===== src/hw/rv_isa_pkg.sv =====
package rv_isa_pkg;

    localparam int xlen       = 64;
    localparam int reg_addr_w = 5;
    localparam int opcode_w   = 7;
    localparam int funct3_w   = 3;
    localparam int funct7_w   = 7;

    typedef logic [reg_addr_w-1:0] reg_addr_t;

    // overlays the raw 32-bit instruction word, msb first
    typedef struct packed {
        logic [funct7_w-1:0] funct7;
        reg_addr_t           rs2;
        reg_addr_t           rs1;
        logic [funct3_w-1:0] funct3;
        reg_addr_t           rd;
        logic [opcode_w-1:0] opcode;
    } inst_t;

    localparam logic [opcode_w-1:0] op_reg    = 7'b0110011;
    localparam logic [opcode_w-1:0] op_imm    = 7'b0010011;
    localparam logic [opcode_w-1:0] op_reg_w  = 7'b0111011;
    localparam logic [opcode_w-1:0] op_imm_w  = 7'b0011011;
    localparam logic [opcode_w-1:0] op_load   = 7'b0000011;
    localparam logic [opcode_w-1:0] op_store  = 7'b0100011;
    localparam logic [opcode_w-1:0] op_branch = 7'b1100011;
    localparam logic [opcode_w-1:0] op_jal    = 7'b1101111;
    localparam logic [opcode_w-1:0] op_jalr   = 7'b1100111;
    localparam logic [opcode_w-1:0] op_lui    = 7'b0110111;
    localparam logic [opcode_w-1:0] op_auipc  = 7'b0010111;
    localparam logic [opcode_w-1:0] op_system = 7'b1110011;

    localparam logic [funct7_w-1:0] f7_base = 7'b0000000;
    localparam logic [funct7_w-1:0] f7_alt  = 7'b0100000;  // sub, sra

    // system words matched in full
    localparam logic [31:0] inst_ecall  = 32'h0000_0073;
    localparam logic [31:0] inst_ebreak = 32'h0010_0073;
    localparam logic [31:0] inst_mret   = 32'h3020_0073;

endpackage

===== src/hw/id_ctrl_pkg.sv =====
package id_ctrl_pkg;

    import rv_isa_pkg::*;

    typedef enum logic [3:0] {
        alu_add,
        alu_sub,
        alu_sll,
        alu_slt,
        alu_sltu,
        alu_xor,
        alu_srl,
        alu_sra,
        alu_or,
        alu_and
    } alu_op_e;

    typedef enum logic [1:0] {src_a_reg, src_a_pc, src_a_zero} src_a_e;
    typedef enum logic [1:0] {src_b_reg, src_b_imm, src_b_four} src_b_e;

    typedef enum logic [2:0] {imm_none, imm_i, imm_s, imm_b, imm_u, imm_j} imm_type_e;

    typedef enum logic [2:0] {br_eq, br_ne, br_lt, br_ge, br_ltu, br_geu} br_cond_e;

    typedef enum logic [1:0] {trap_none, trap_ecall, trap_ebreak, trap_mret} trap_e;

    typedef enum logic [1:0] {mem_byte, mem_half, mem_word, mem_dword} mem_size_e;

    typedef struct packed {
        logic      load;
        logic      store;
        mem_size_e size;
        logic      load_unsigned;  // zero-extend loaded data
    } mem_ctrl_t;

    // what one group decoder reports for its own encodings
    typedef struct packed {
        logic      hit;
        logic      uses_rs1;
        logic      uses_rs2;
        logic      writes_rd;
        imm_type_e imm_type;
        alu_op_e   alu_op;
        src_a_e    src_a;
        src_b_e    src_b;
        logic      word_op;
        mem_ctrl_t mem;
        logic      branch;
        br_cond_e  br_cond;
        logic      jump;
        logic      jalr;
        trap_e     trap;
    } dec_part_t;

    typedef struct packed {
        reg_addr_t        rs1;
        reg_addr_t        rs2;
        reg_addr_t        rd;
        logic             reg_wen;
        alu_op_e          alu_op;
        src_a_e           src_a;
        src_b_e           src_b;
        logic             word_op;  // 32-bit op, result sign-extended
        logic [xlen-1:0]  imm;
        mem_ctrl_t        mem;
        logic             branch;
        br_cond_e         br_cond;
        logic             jump;
        logic             jalr;
        trap_e            trap;
        logic             illegal;
    } id_ctrl_t;

endpackage


===== src/hw/id_stage.sv =====
`timescale 1ns/100ps

module id_stage (
    input  logic                   clk,
    input  logic                   rst,
    input  logic                   inst_valid,
    input  rv_isa_pkg::inst_t      inst,
    input  logic                   stall,
    input  logic                   flush,
    output logic                   ex_valid,
    output id_ctrl_pkg::id_ctrl_t  ex_ctrl
);

    import id_ctrl_pkg::*;

    id_ctrl_t dec_ctrl;

    id_decoder u_id_decoder (
        .inst (inst),
        .ctrl (dec_ctrl)
    );

    id_ex_reg u_id_ex_reg (
        .clk       (clk),
        .rst       (rst),
        .in_valid  (inst_valid),
        .stall     (stall),
        .flush     (flush),
        .in_ctrl   (dec_ctrl),
        .out_valid (ex_valid),
        .out_ctrl  (ex_ctrl)
    );

endmodule


===== src/hw/id_ex_reg.sv =====
`timescale 1ns/100ps

module id_ex_reg (
    input  logic                   clk,
    input  logic                   rst,
    input  logic                   in_valid,
    input  logic                   stall,
    input  logic                   flush,
    input  id_ctrl_pkg::id_ctrl_t  in_ctrl,
    output logic                   out_valid,
    output id_ctrl_pkg::id_ctrl_t  out_ctrl
);

    always_ff @(posedge clk) begin
        if (rst) begin
            out_valid <= 1'b0;
            out_ctrl  <= '0;
        end else begin
            if (flush) begin
                out_valid <= 1'b0;  // wins over stall
            end else if (!stall) begin
                out_valid <= in_valid;
            end

            if (!stall) begin
                out_ctrl <= in_ctrl;
            end
        end
    end

endmodule


===== src/hw/id_decoder.sv =====
`timescale 1ns/100ps

module id_decoder (
    input  rv_isa_pkg::inst_t      inst,
    output id_ctrl_pkg::id_ctrl_t  ctrl
);

    import rv_isa_pkg::*;
    import id_ctrl_pkg::*;

    dec_part_t       alu_part;
    dec_part_t       mem_part;
    dec_part_t       flow_part;
    dec_part_t       sel;
    logic [xlen-1:0] imm;

    alu_decoder u_alu_dec (
        .inst (inst),
        .part (alu_part)
    );

    mem_decoder u_mem_dec (
        .inst (inst),
        .part (mem_part)
    );

    flow_decoder u_flow_dec (
        .inst (inst),
        .part (flow_part)
    );

    // groups are disjoint, at most one hit
    always_comb begin
        sel = '0;
        if (alu_part.hit) begin
            sel = alu_part;
        end else if (mem_part.hit) begin
            sel = mem_part;
        end else if (flow_part.hit) begin
            sel = flow_part;
        end
    end

    imm_gen u_imm_gen (
        .inst     (inst),
        .imm_type (sel.imm_type),
        .imm      (imm)
    );

    always_comb begin
        ctrl = '0;
        if (sel.hit) begin
            ctrl.rs1     = sel.uses_rs1 ? inst.rs1 : '0;
            ctrl.rs2     = sel.uses_rs2 ? inst.rs2 : '0;
            ctrl.rd      = sel.writes_rd ? inst.rd : '0;
            ctrl.reg_wen = sel.writes_rd;
            ctrl.alu_op  = sel.alu_op;
            ctrl.src_a   = sel.src_a;
            ctrl.src_b   = sel.src_b;
            ctrl.word_op = sel.word_op;
            ctrl.imm     = imm;
            ctrl.mem     = sel.mem;
            ctrl.branch  = sel.branch;
            ctrl.br_cond = sel.br_cond;
            ctrl.jump    = sel.jump;
            ctrl.jalr    = sel.jalr;
            ctrl.trap    = sel.trap;
        end else begin
            ctrl.illegal = 1'b1;  // everything else stays zero
        end
    end

endmodule


===== src/hw/flow_decoder.sv =====
`timescale 1ns/100ps

module flow_decoder (
    input  rv_isa_pkg::inst_t       inst,
    output id_ctrl_pkg::dec_part_t  part
);

    import rv_isa_pkg::*;
    import id_ctrl_pkg::*;

    logic     br_ok;
    br_cond_e cond;

    always_comb begin
        br_ok = 1'b1;
        cond  = br_eq;
        case (inst.funct3)
            3'b000:  cond = br_eq;
            3'b001:  cond = br_ne;
            3'b100:  cond = br_lt;
            3'b101:  cond = br_ge;
            3'b110:  cond = br_ltu;
            3'b111:  cond = br_geu;
            default: br_ok = 1'b0;  // 010, 011 unused
        endcase
    end

    always_comb begin
        part = '0;
        case (inst.opcode)
            op_branch: begin
                if (br_ok) begin
                    part.hit      = 1'b1;
                    part.uses_rs1 = 1'b1;
                    part.uses_rs2 = 1'b1;
                    part.imm_type = imm_b;
                    part.branch   = 1'b1;
                    part.br_cond  = cond;
                end
            end
            op_jal, op_jalr: begin
                if (inst.opcode == op_jal || inst.funct3 == 3'b000) begin
                    part.hit       = 1'b1;
                    part.uses_rs1  = inst.opcode == op_jalr;
                    part.writes_rd = 1'b1;
                    part.imm_type  = (inst.opcode == op_jalr) ? imm_i : imm_j;
                    part.src_a     = src_a_pc;    // link = pc + 4
                    part.src_b     = src_b_four;
                    part.jump      = 1'b1;
                    part.jalr      = inst.opcode == op_jalr;
                end
            end
            op_lui, op_auipc: begin
                part.hit       = 1'b1;
                part.writes_rd = 1'b1;
                part.imm_type  = imm_u;
                part.src_a     = (inst.opcode == op_lui) ? src_a_zero : src_a_pc;
                part.src_b     = src_b_imm;
            end
            op_system: begin
                part.hit = 1'b1;
                case (inst)
                    inst_ecall:  part.trap = trap_ecall;
                    inst_ebreak: part.trap = trap_ebreak;
                    inst_mret:   part.trap = trap_mret;
                    default:     part.hit  = 1'b0;  // csr and the rest
                endcase
            end
            default: begin
                part = '0;
            end
        endcase
    end

endmodule


===== src/hw/mem_decoder.sv =====
`timescale 1ns/100ps

module mem_decoder (
    input  rv_isa_pkg::inst_t       inst,
    output id_ctrl_pkg::dec_part_t  part
);

    import rv_isa_pkg::*;
    import id_ctrl_pkg::*;

    logic is_load;
    logic is_store;

    // loads 000..110, stores 000..011
    assign is_load  = (inst.opcode == op_load) && (inst.funct3 != 3'b111);
    assign is_store = (inst.opcode == op_store) && !inst.funct3[2];

    always_comb begin
        part = '0;
        if (is_load || is_store) begin
            part.hit       = 1'b1;
            part.uses_rs1  = 1'b1;
            part.uses_rs2  = is_store;  // store data
            part.writes_rd = is_load;
            part.imm_type  = is_store ? imm_s : imm_i;
            part.alu_op    = alu_add;   // base + offset
            part.src_a     = src_a_reg;
            part.src_b     = src_b_imm;

            part.mem.load          = is_load;
            part.mem.store         = is_store;
            part.mem.size          = mem_size_e'(inst.funct3[1:0]);
            part.mem.load_unsigned = inst.funct3[2];  // lbu lhu lwu
        end
    end

endmodule


===== src/hw/alu_decoder.sv =====
`timescale 1ns/100ps

module alu_decoder (
    input  rv_isa_pkg::inst_t       inst,
    output id_ctrl_pkg::dec_part_t  part
);

    import rv_isa_pkg::*;
    import id_ctrl_pkg::*;

    logic grp_reg;     // OP, OP-32
    logic grp_imm;     // OP-IMM, OP-IMM-32
    logic grp_word;
    logic is_shift;
    logic f7_is_base;
    logic f7_is_alt;
    logic sh6_base;
    logic sh6_alt;
    logic f3_alt_ok;
    logic alt;
    logic legal;

    function automatic alu_op_e f3_op(input logic [funct3_w-1:0] f3, input logic alt_sel);
        alu_op_e op;
        case (f3)
            3'b000:  op = alt_sel ? alu_sub : alu_add;
            3'b001:  op = alu_sll;
            3'b010:  op = alu_slt;
            3'b011:  op = alu_sltu;
            3'b100:  op = alu_xor;
            3'b101:  op = alt_sel ? alu_sra : alu_srl;
            3'b110:  op = alu_or;
            default: op = alu_and;
        endcase
        return op;
    endfunction

    assign grp_reg  = (inst.opcode == op_reg) || (inst.opcode == op_reg_w);
    assign grp_imm  = (inst.opcode == op_imm) || (inst.opcode == op_imm_w);
    assign grp_word = (inst.opcode == op_reg_w) || (inst.opcode == op_imm_w);
    assign is_shift = (inst.funct3 == 3'b001) || (inst.funct3 == 3'b101);

    assign f7_is_base = inst.funct7 == f7_base;
    assign f7_is_alt  = inst.funct7 == f7_alt;
    assign sh6_base   = inst.funct7[funct7_w-1:1] == f7_base[funct7_w-1:1];  // bit 0 is shamt[5]
    assign sh6_alt    = inst.funct7[funct7_w-1:1] == f7_alt[funct7_w-1:1];

    // alt funct7 only valid for sra*, and sub* in register form
    assign f3_alt_ok = (inst.funct3 == 3'b101) || (grp_reg && inst.funct3 == 3'b000);
    assign alt       = f3_alt_ok && ((inst.opcode == op_imm) ? sh6_alt : f7_is_alt);

    always_comb begin
        case (inst.opcode)
            op_reg: begin
                legal = f7_is_base || (f7_is_alt && f3_alt_ok);
            end
            op_reg_w: begin
                legal = ((inst.funct3 == 3'b000) || is_shift) &&
                        (f7_is_base || (f7_is_alt && f3_alt_ok));
            end
            op_imm: begin
                legal = !is_shift || sh6_base || (sh6_alt && f3_alt_ok);
            end
            op_imm_w: begin
                legal = (inst.funct3 == 3'b000) ||
                        (is_shift && (f7_is_base || (f7_is_alt && f3_alt_ok)));
            end
            default: begin
                legal = 1'b0;  // not an integer-op opcode
            end
        endcase
    end

    always_comb begin
        part = '0;
        if (legal) begin
            part.hit       = 1'b1;
            part.uses_rs1  = 1'b1;
            part.uses_rs2  = grp_reg;
            part.writes_rd = 1'b1;
            part.imm_type  = grp_imm ? imm_i : imm_none;
            part.alu_op    = f3_op(inst.funct3, alt);
            part.src_a     = src_a_reg;
            part.src_b     = grp_imm ? src_b_imm : src_b_reg;
            part.word_op   = grp_word;
        end
    end

endmodule


===== src/hw/imm_gen.sv =====
`timescale 1ns/100ps

module imm_gen (
    input  rv_isa_pkg::inst_t            inst,
    input  id_ctrl_pkg::imm_type_e       imm_type,
    output logic [rv_isa_pkg::xlen-1:0]  imm
);

    import rv_isa_pkg::*;
    import id_ctrl_pkg::*;

    logic [31:0] w;
    logic        sign;

    assign w    = inst;
    assign sign = w[31];

    always_comb begin
        case (imm_type)
            imm_i: begin
                imm = {{(xlen-12){sign}}, w[31:20]};  // shamt lives in the low bits
            end
            imm_s: begin
                imm = {{(xlen-12){sign}}, w[31:25], w[11:7]};
            end
            imm_b: begin
                imm = {{(xlen-13){sign}}, w[31], w[7], w[30:25], w[11:8], 1'b0};
            end
            imm_u: begin
                imm = {{(xlen-32){sign}}, w[31:12], 12'b0};
            end
            imm_j: begin
                imm = {{(xlen-21){sign}}, w[31], w[19:12], w[20], w[30:21], 1'b0};
            end
            default: begin
                imm = '0;
            end
        endcase
    end

endmodule


===== config.mk =====
export PLATFORM = sky130hd
export DESIGN_NAME = id_stage
export DESIGN_NICKNAME = d
export VERILOG_FILES = /design/src/hw/rv_isa_pkg.sv /design/src/hw/id_ctrl_pkg.sv /design/src/hw/id_stage.sv /design/src/hw/id_ex_reg.sv /design/src/hw/id_decoder.sv /design/src/hw/flow_decoder.sv /design/src/hw/mem_decoder.sv /design/src/hw/alu_decoder.sv /design/src/hw/imm_gen.sv
export SDC_FILE = /design/constraint.sdc
export NUM_CORES = 1
export LEC_CHECK = 0
export ABC_AREA = 0
export BUFFER_PORTS_ARGS = -buffer_cell sky130_fd_sc_hd__buf_2
export CAP_MARGIN = 20
export CELL_PAD_IN_SITES_DETAIL_PLACEMENT = 0
export CELL_PAD_IN_SITES_GLOBAL_PLACEMENT = 1
export CORE_MARGIN = 5
export CORE_UTILIZATION = 35
export CTS_CLUSTER_DIAMETER = 120
export CTS_CLUSTER_SIZE = 40
export DETAILED_ROUTE_END_ITERATION = 10
export GPL_ROUTABILITY_DRIVEN = 0
export PLACE_DENSITY_LB_ADDON = 0.1
export SETUP_SLACK_MARGIN = 0.15
export SLEW_MARGIN = 10
export SYNTH_ARGS = -nofsm -noshare
export SYNTH_HDL_FRONTEND = slang
export SYNTH_SLANG_ARGS = --single-unit

===== constraint.sdc =====
create_clock -name clk -period 4.1 [get_ports clk]
set_clock_uncertainty 0.15 [all_clocks]
set_input_delay 0.82 -clock clk [delete_from_list [all_inputs] [get_ports clk]]
set_output_delay 0.82 -clock clk [all_outputs]
set_load 0.02 [all_outputs]

# --- Word-level counts from Yosys, hierarchy flattened ---
# Cells that the tools add are included.
totals:
  wordCells: 121
  ff_bits: 104
  output_inout_bits: 104
classes:
  muxes: 41
  reduce_logical: 30
  n_eq_ne: 30
ops:
  columns: ["operator", "n"]
  rows:
  - ["64-bit one-hot mux with 5 select lines", 1]
  - ["102-bit 2-to-1 mux", 1]
  - ["29-bit 2-to-1 mux", 3]
  - ["7-bit by 6-bit equality test with 1-bit output, second input constant", 5]
  - ["32-bit by 21-bit equality test with 1-bit output, second input constant", 1]
  - ["32-bit by 30-bit equality test with 1-bit output, second input constant", 1]
  - ["32-bit by 7-bit equality test with 1-bit output, second input constant", 1]
  - ["7-bit equality test, second input constant", 4]
  - ["4-bit one-hot mux with 7 select lines", 1]
  - ["7-bit by 5-bit equality test with 1-bit output, second input constant", 3]
  - ["5-bit 2-to-1 mux", 4]
  - ["3-bit equality test, second input constant", 6]
  - ["16-bit 2-to-1 mux", 1]
  - ["15-bit 2-to-1 mux", 1]
  - ["3-bit one-hot mux with 5 select lines", 1]
  - ["3-bit by 2-bit equality test with 1-bit output, second input constant", 4]
  - ["1-bit logical OR", 12]
  - ["2-bit 2-to-1 mux", 6]
  - ["4-bit 2-to-1 mux", 3]
  - ["1-bit 2-to-1 mux", 9]
  - ["3-bit 2-to-1 mux", 3]
  - ["3-bit one-hot mux with 3 select lines", 1]
  - ["1-bit logical AND", 8]
  - ["1-bit one-hot mux with 4 select lines", 2]
  - ["14 further kinds", 19]

# --- Logic depth before layout (Yosys ltp) ---
logic_depth:
  depth_word: 14
  depth_mapped: 11
  mapped_depth_nobuf: 7

# --- By module ---
# A second synthesis with hierarchy kept.
hier_totals:
  cells_unflattened: 824
  area_unflattened_um2: 6911.6
modules_own_cells:
  columns: ["mod", "area_each_um2", "instances", "cells_per_inst"]
  rows:
  - ["id_ex_reg", 3708.6, 1, 336]
  - ["id_decoder", 1388.8, 1, 227]
  - ["imm_gen", 630.6, 1, 98]
  - ["alu_decoder", 495.5, 1, 66]
  - ["flow_decoder", 382.9, 1, 59]
  - ["mem_decoder", 305.3, 1, 38]

# --- Worst setup path after synthesis ---
# Ideal clock, no wire load.
synth_path:
  path_kind: "input port to flip-flop"
  from: "input port inst[3] (netlist name)"
  to: "register u_id_ex_reg.out_ctrl[15] (netlist name)"
  arrival_ps: 2895
  slack_ps: 935
  t_required_ps: 3831
  stages: 9
  path_buffers: 2
  setup_ps: 119
  path_cell_list: "buf_4 > inv_2 > or4_4 > o32ai_2 > o22ai_2 > mux2i_4 > o311ai_2 > buf_2 > o21ai_1"
synth_between:
  elab_chain_cells: 14
synth_rtl:
  columns: ["item", "line", "text"]
  rows:
  - ["from (decl)", "id_stage.sv:7", "input rv_isa_pkg::inst_t inst,"]
  - ["parallel branches: the longest is 10 deep, another holds 32-bit by 30-bit equality test with 1-bit output", null, null]
  - ["29-bit 2-to-1 mux (*)", "id_decoder.sv:35", "if (alu_part.hit) begin"]
  - ["3-bit equality test, or another cell as far along", "imm_gen.sv:19", "case (imm_type)"]
  - ["64-bit one-hot mux with 5 select lines", "imm_gen.sv:19", null]
  - ["102-bit 2-to-1 mux (*)", "id_decoder.sv:52", "if (sel.hit) begin"]
  - ["to (signal assigned)", "id_ex_reg.sv:26", "out_ctrl <= in_ctrl;"]
  - ["to (decl)", "id_ex_reg.sv:11", "output id_ctrl_pkg::id_ctrl_t out_ctrl"]
# Every way passes the cells marked *.
# A chain may end at the register's enable or synchronous reset.

# --- Final worst setup path ---
layout_path:
  from: "input port inst[31] (netlist name)"
  to: "register u_id_ex_reg.out_ctrl[40] (netlist name)"
layout_between:
  elab_chain_cells: 11
layout_rtl:
  columns: ["item", "line"]
  rows:
  - ["parallel branches: the longest is 10 deep, another holds 64-bit one-hot mux with 5 select lines", null]
  - ["102-bit 2-to-1 mux (*)", "id_decoder.sv:52"]
# Marked as above.

==> metrics <==
Worst setup EP type=register; critical path peak fanout=9; critical path arrival=3400 ps; ys async rst share=0%; first-pass GRT wire length=18,210 um; WL final=11,410 um; Yosys warning count=0; kind of critical path=primary input to register; Post-route DRC=0; initial antenna violation count=0; Critical Path Source Type=primary input; CP top delay family=simple AND/OR/NAND/NOR gates; first drt pass iteration count=4; HPWL Detailed=8478 um; share of cells above drive strength 1=37.79%; Tot GR Track Use=17.85%; post-CTS sizing=0; status=complete, no violations; synth cell count leaders=dfxtp_1, nand2_1, nor2_1; IO buf count=140; Synth Register Bits=72; Starting Density=35.61%; Cells after Synth=416; most common cell in the netlist=dfxtp_1; worst endpoint required time=4150 ps; FMAX=298.5 MHz; antenna viol nets, final=0; Worst path max stage delay=550 ps; htree depth=3; Post-CTS Hold Buffers=0; WL per Instance=17.29 um; Sink Count=72; PD cells=319.7 mW/mm^2; Net Count, Synth=453; vias in the first global route=3,389; crit path setup slack, layout=750.2 ps; cell area after synthesis=0.003643 mm^2; Die H=112.0 um; P&R area growth vs syn=22.22%; relative slew slack=31.42%; Post-CTS Setup Bufs=0; FILL cells=1,063; worst-path cell chain=buf_2, nor3_1, nand2_1, nor4_1, o22ai_2, mux2i_4, o31ai_2, buf_6, a221oi_2; Yosys cell types=57; vias=3,382; fin crit share=81.70%; VDD IR max=0.0001797 V; Overflow after GRT=0; WP buf/inv=2; Top FF cell, synth=dfxtp_1; Vias per Instance=5.124; pre-CTS setup slack=464.3 ps; final core utilization=43.52%; Final setup viols=0; core area=0.01023 mm^2; Max Slew Vio Count=0; Worst-Skew Late Latency=340 ps; Ports=141; post-route setup TNS=0 ps; Fin. Hold Viols=0; HP Class=register to register; P_leak=1.928 nW; Die X=112.0 um; actual slew at the worst max-slew pin=1027 ps; number of max-cap violations=0; CTS clk-pin slew, worst paths=80 ps; sequential fraction of the synthesis area=39.56%; antenna cells=0; total CTS buffers=9; clock root buffer=clkbuf_8; CTS max path bufs=2; RSZ-0062 raised after global routing=false; number of DRC markers after the initial detailed-route iteration=212; post-layout minimum cycle time=3350 ps; TritonCTS clock tree=done; std cell rows=37; Die ar.=0.01255 mm^2; critical path's slowest cell=o31ai_2; share of the synthesized area in the top cell type=39.56%; syn_area_per_cell=8.758 um^2; EDFF count, synth=0; fin nets=557; largest net degree at the start of global routing=50; post-synth top area cell=dfxtp_1; synth top area cells=dfxtp_1, buf_4, nand2_1, a221oi_2, nor2_1
==> final timing paths <==
| path | slack, ps | from | depth (start not counted) | to |
|---|---|---|---|---|
| hold / removal | 300 | u_id_ex_reg.out_ctrl[31] | 2 | u_id_ex_reg.out_ctrl[31] |
| setup reg to reg | 2940 | u_id_ex_reg.out_ctrl[76] | 2 | u_id_ex_reg.out_ctrl[76] |
| hold reg to reg | 300 | u_id_ex_reg.out_ctrl[31] | 2 | u_id_ex_reg.out_ctrl[31] |
| setup / recovery | 750 | inst[31] | 9 | u_id_ex_reg.out_ctrl[40] |
==> cell type report <==
cell class / instances / area (um^2) / share of cell area, %
tap: 136 / 170.2 / 3.821
multi-input combinational: 280 / 1815 / 40.77
clock inverter: 6 / 85.08 / 1.911
clock buffer: 9 / 123.9 / 2.782
timing repair buffer: 153 / 802.0 / 18.01
sequential: 72 / 1441 / 32.37
inverter: 4 / 15.01 / 0.3372
==> layer usage <==
metal	wire, um	global-route usage (%)	vias to the layer above	part of all wire (%)
met4	163	5.128	0	1.4
met5	0	0	-	0
li1	-	-	1686	-
met3	754	4.744	13	6.6
met1	5240	23.61	1580	46
met2	5252	28.78	103	46
==> where the power goes <==
| part | total [mW] | switching (mW) | leakage (nW) | internal [mW] |
|---|---|---|---|---|
| registers | 0.701 | 0.000806 | 0.580 | 0.700 |
| clock network | 0.600 | 0.263 | 0.101 | 0.337 |
| logic | 0.123 | 0.0833 | 1.25 | 0.0394 |
| total | 1.42 | 0.347 | 1.93 | 1.08 |
==> cells by family (layout without fill, tap and decap cells) <==
kind of cell,after synthesis,after routing,share of synthesized area (%)
flops,72,72,39.56
simple gates,154,154,20.67
compound gates,117,117,26.17
buf+inv,64,172,10.61
mux,9,9,2.988
==> worst register-to-register path, delay by kind of cell (launching register included) <==
| kind | cells | cell delay (ps) |
|---|---|---|
| simple gates | 1 | 90 |
| flops | 1 | 770 |
| compound gates | 1 | 90 |
==> through the flow <==
| stage | instance area [um^2] | hold WS (ps) | power (mW) | cells |
|---|---|---|---|---|
| final | 4453 | 300.1 | 1.424 | 660 |
| after global routing | 4453 | 316.5 | 1.485 | 660 |
| after CTS | 4453 | 304.7 | 1.444 | 660 |
| after detailed placement | 4244 | 292.0 | 0.8401 | 645 |
| after global placement | 4233 | 284.4 | 0.8399 | 644 |
| after floorplan | 3643 | 375.4 | 0.7854 | 416 |
==> sequential cells by signal, summed over array words and instances (netlist names) <==
name / cells
u_id_ex_reg.out_ctrl: 71
u_id_ex_reg.out_valid: 1
==> cell usage in the layout, fill, tap and decap left out, types with 3 or more instances in the layout <==
cell / synthesis / final
or3_1: 8 / 8
nor4_1: 8 / 8
nor2b_1: 6 / 6
a32oi_1: 6 / 6
nand3b_1: 5 / 5
a21oi_1: 16 / 16
buf_2: 3 / 140
buf_4: 36 / 12
nand2_1: 52 / 52
nand2b_1: 5 / 5
and2_1: 4 / 4
o21ai_0: 7 / 7
a22o_1: 11 / 11
nand3_1: 3 / 3
dfxtp_1: 72 / 72
a221oi_2: 11 / 11
o21ai_1: 11 / 11
a31oi_1: 6 / 6
inv_1: 3 / 3
a22oi_1: 13 / 13
a2bb2oi_1: 8 / 8
a21boi_0: 11 / 11
nor3_1: 13 / 13
nor2_1: 38 / 38
mux2i_1: 5 / 5
clkbuf_8: 0 / 9
(Power assumes the default switching activity.)
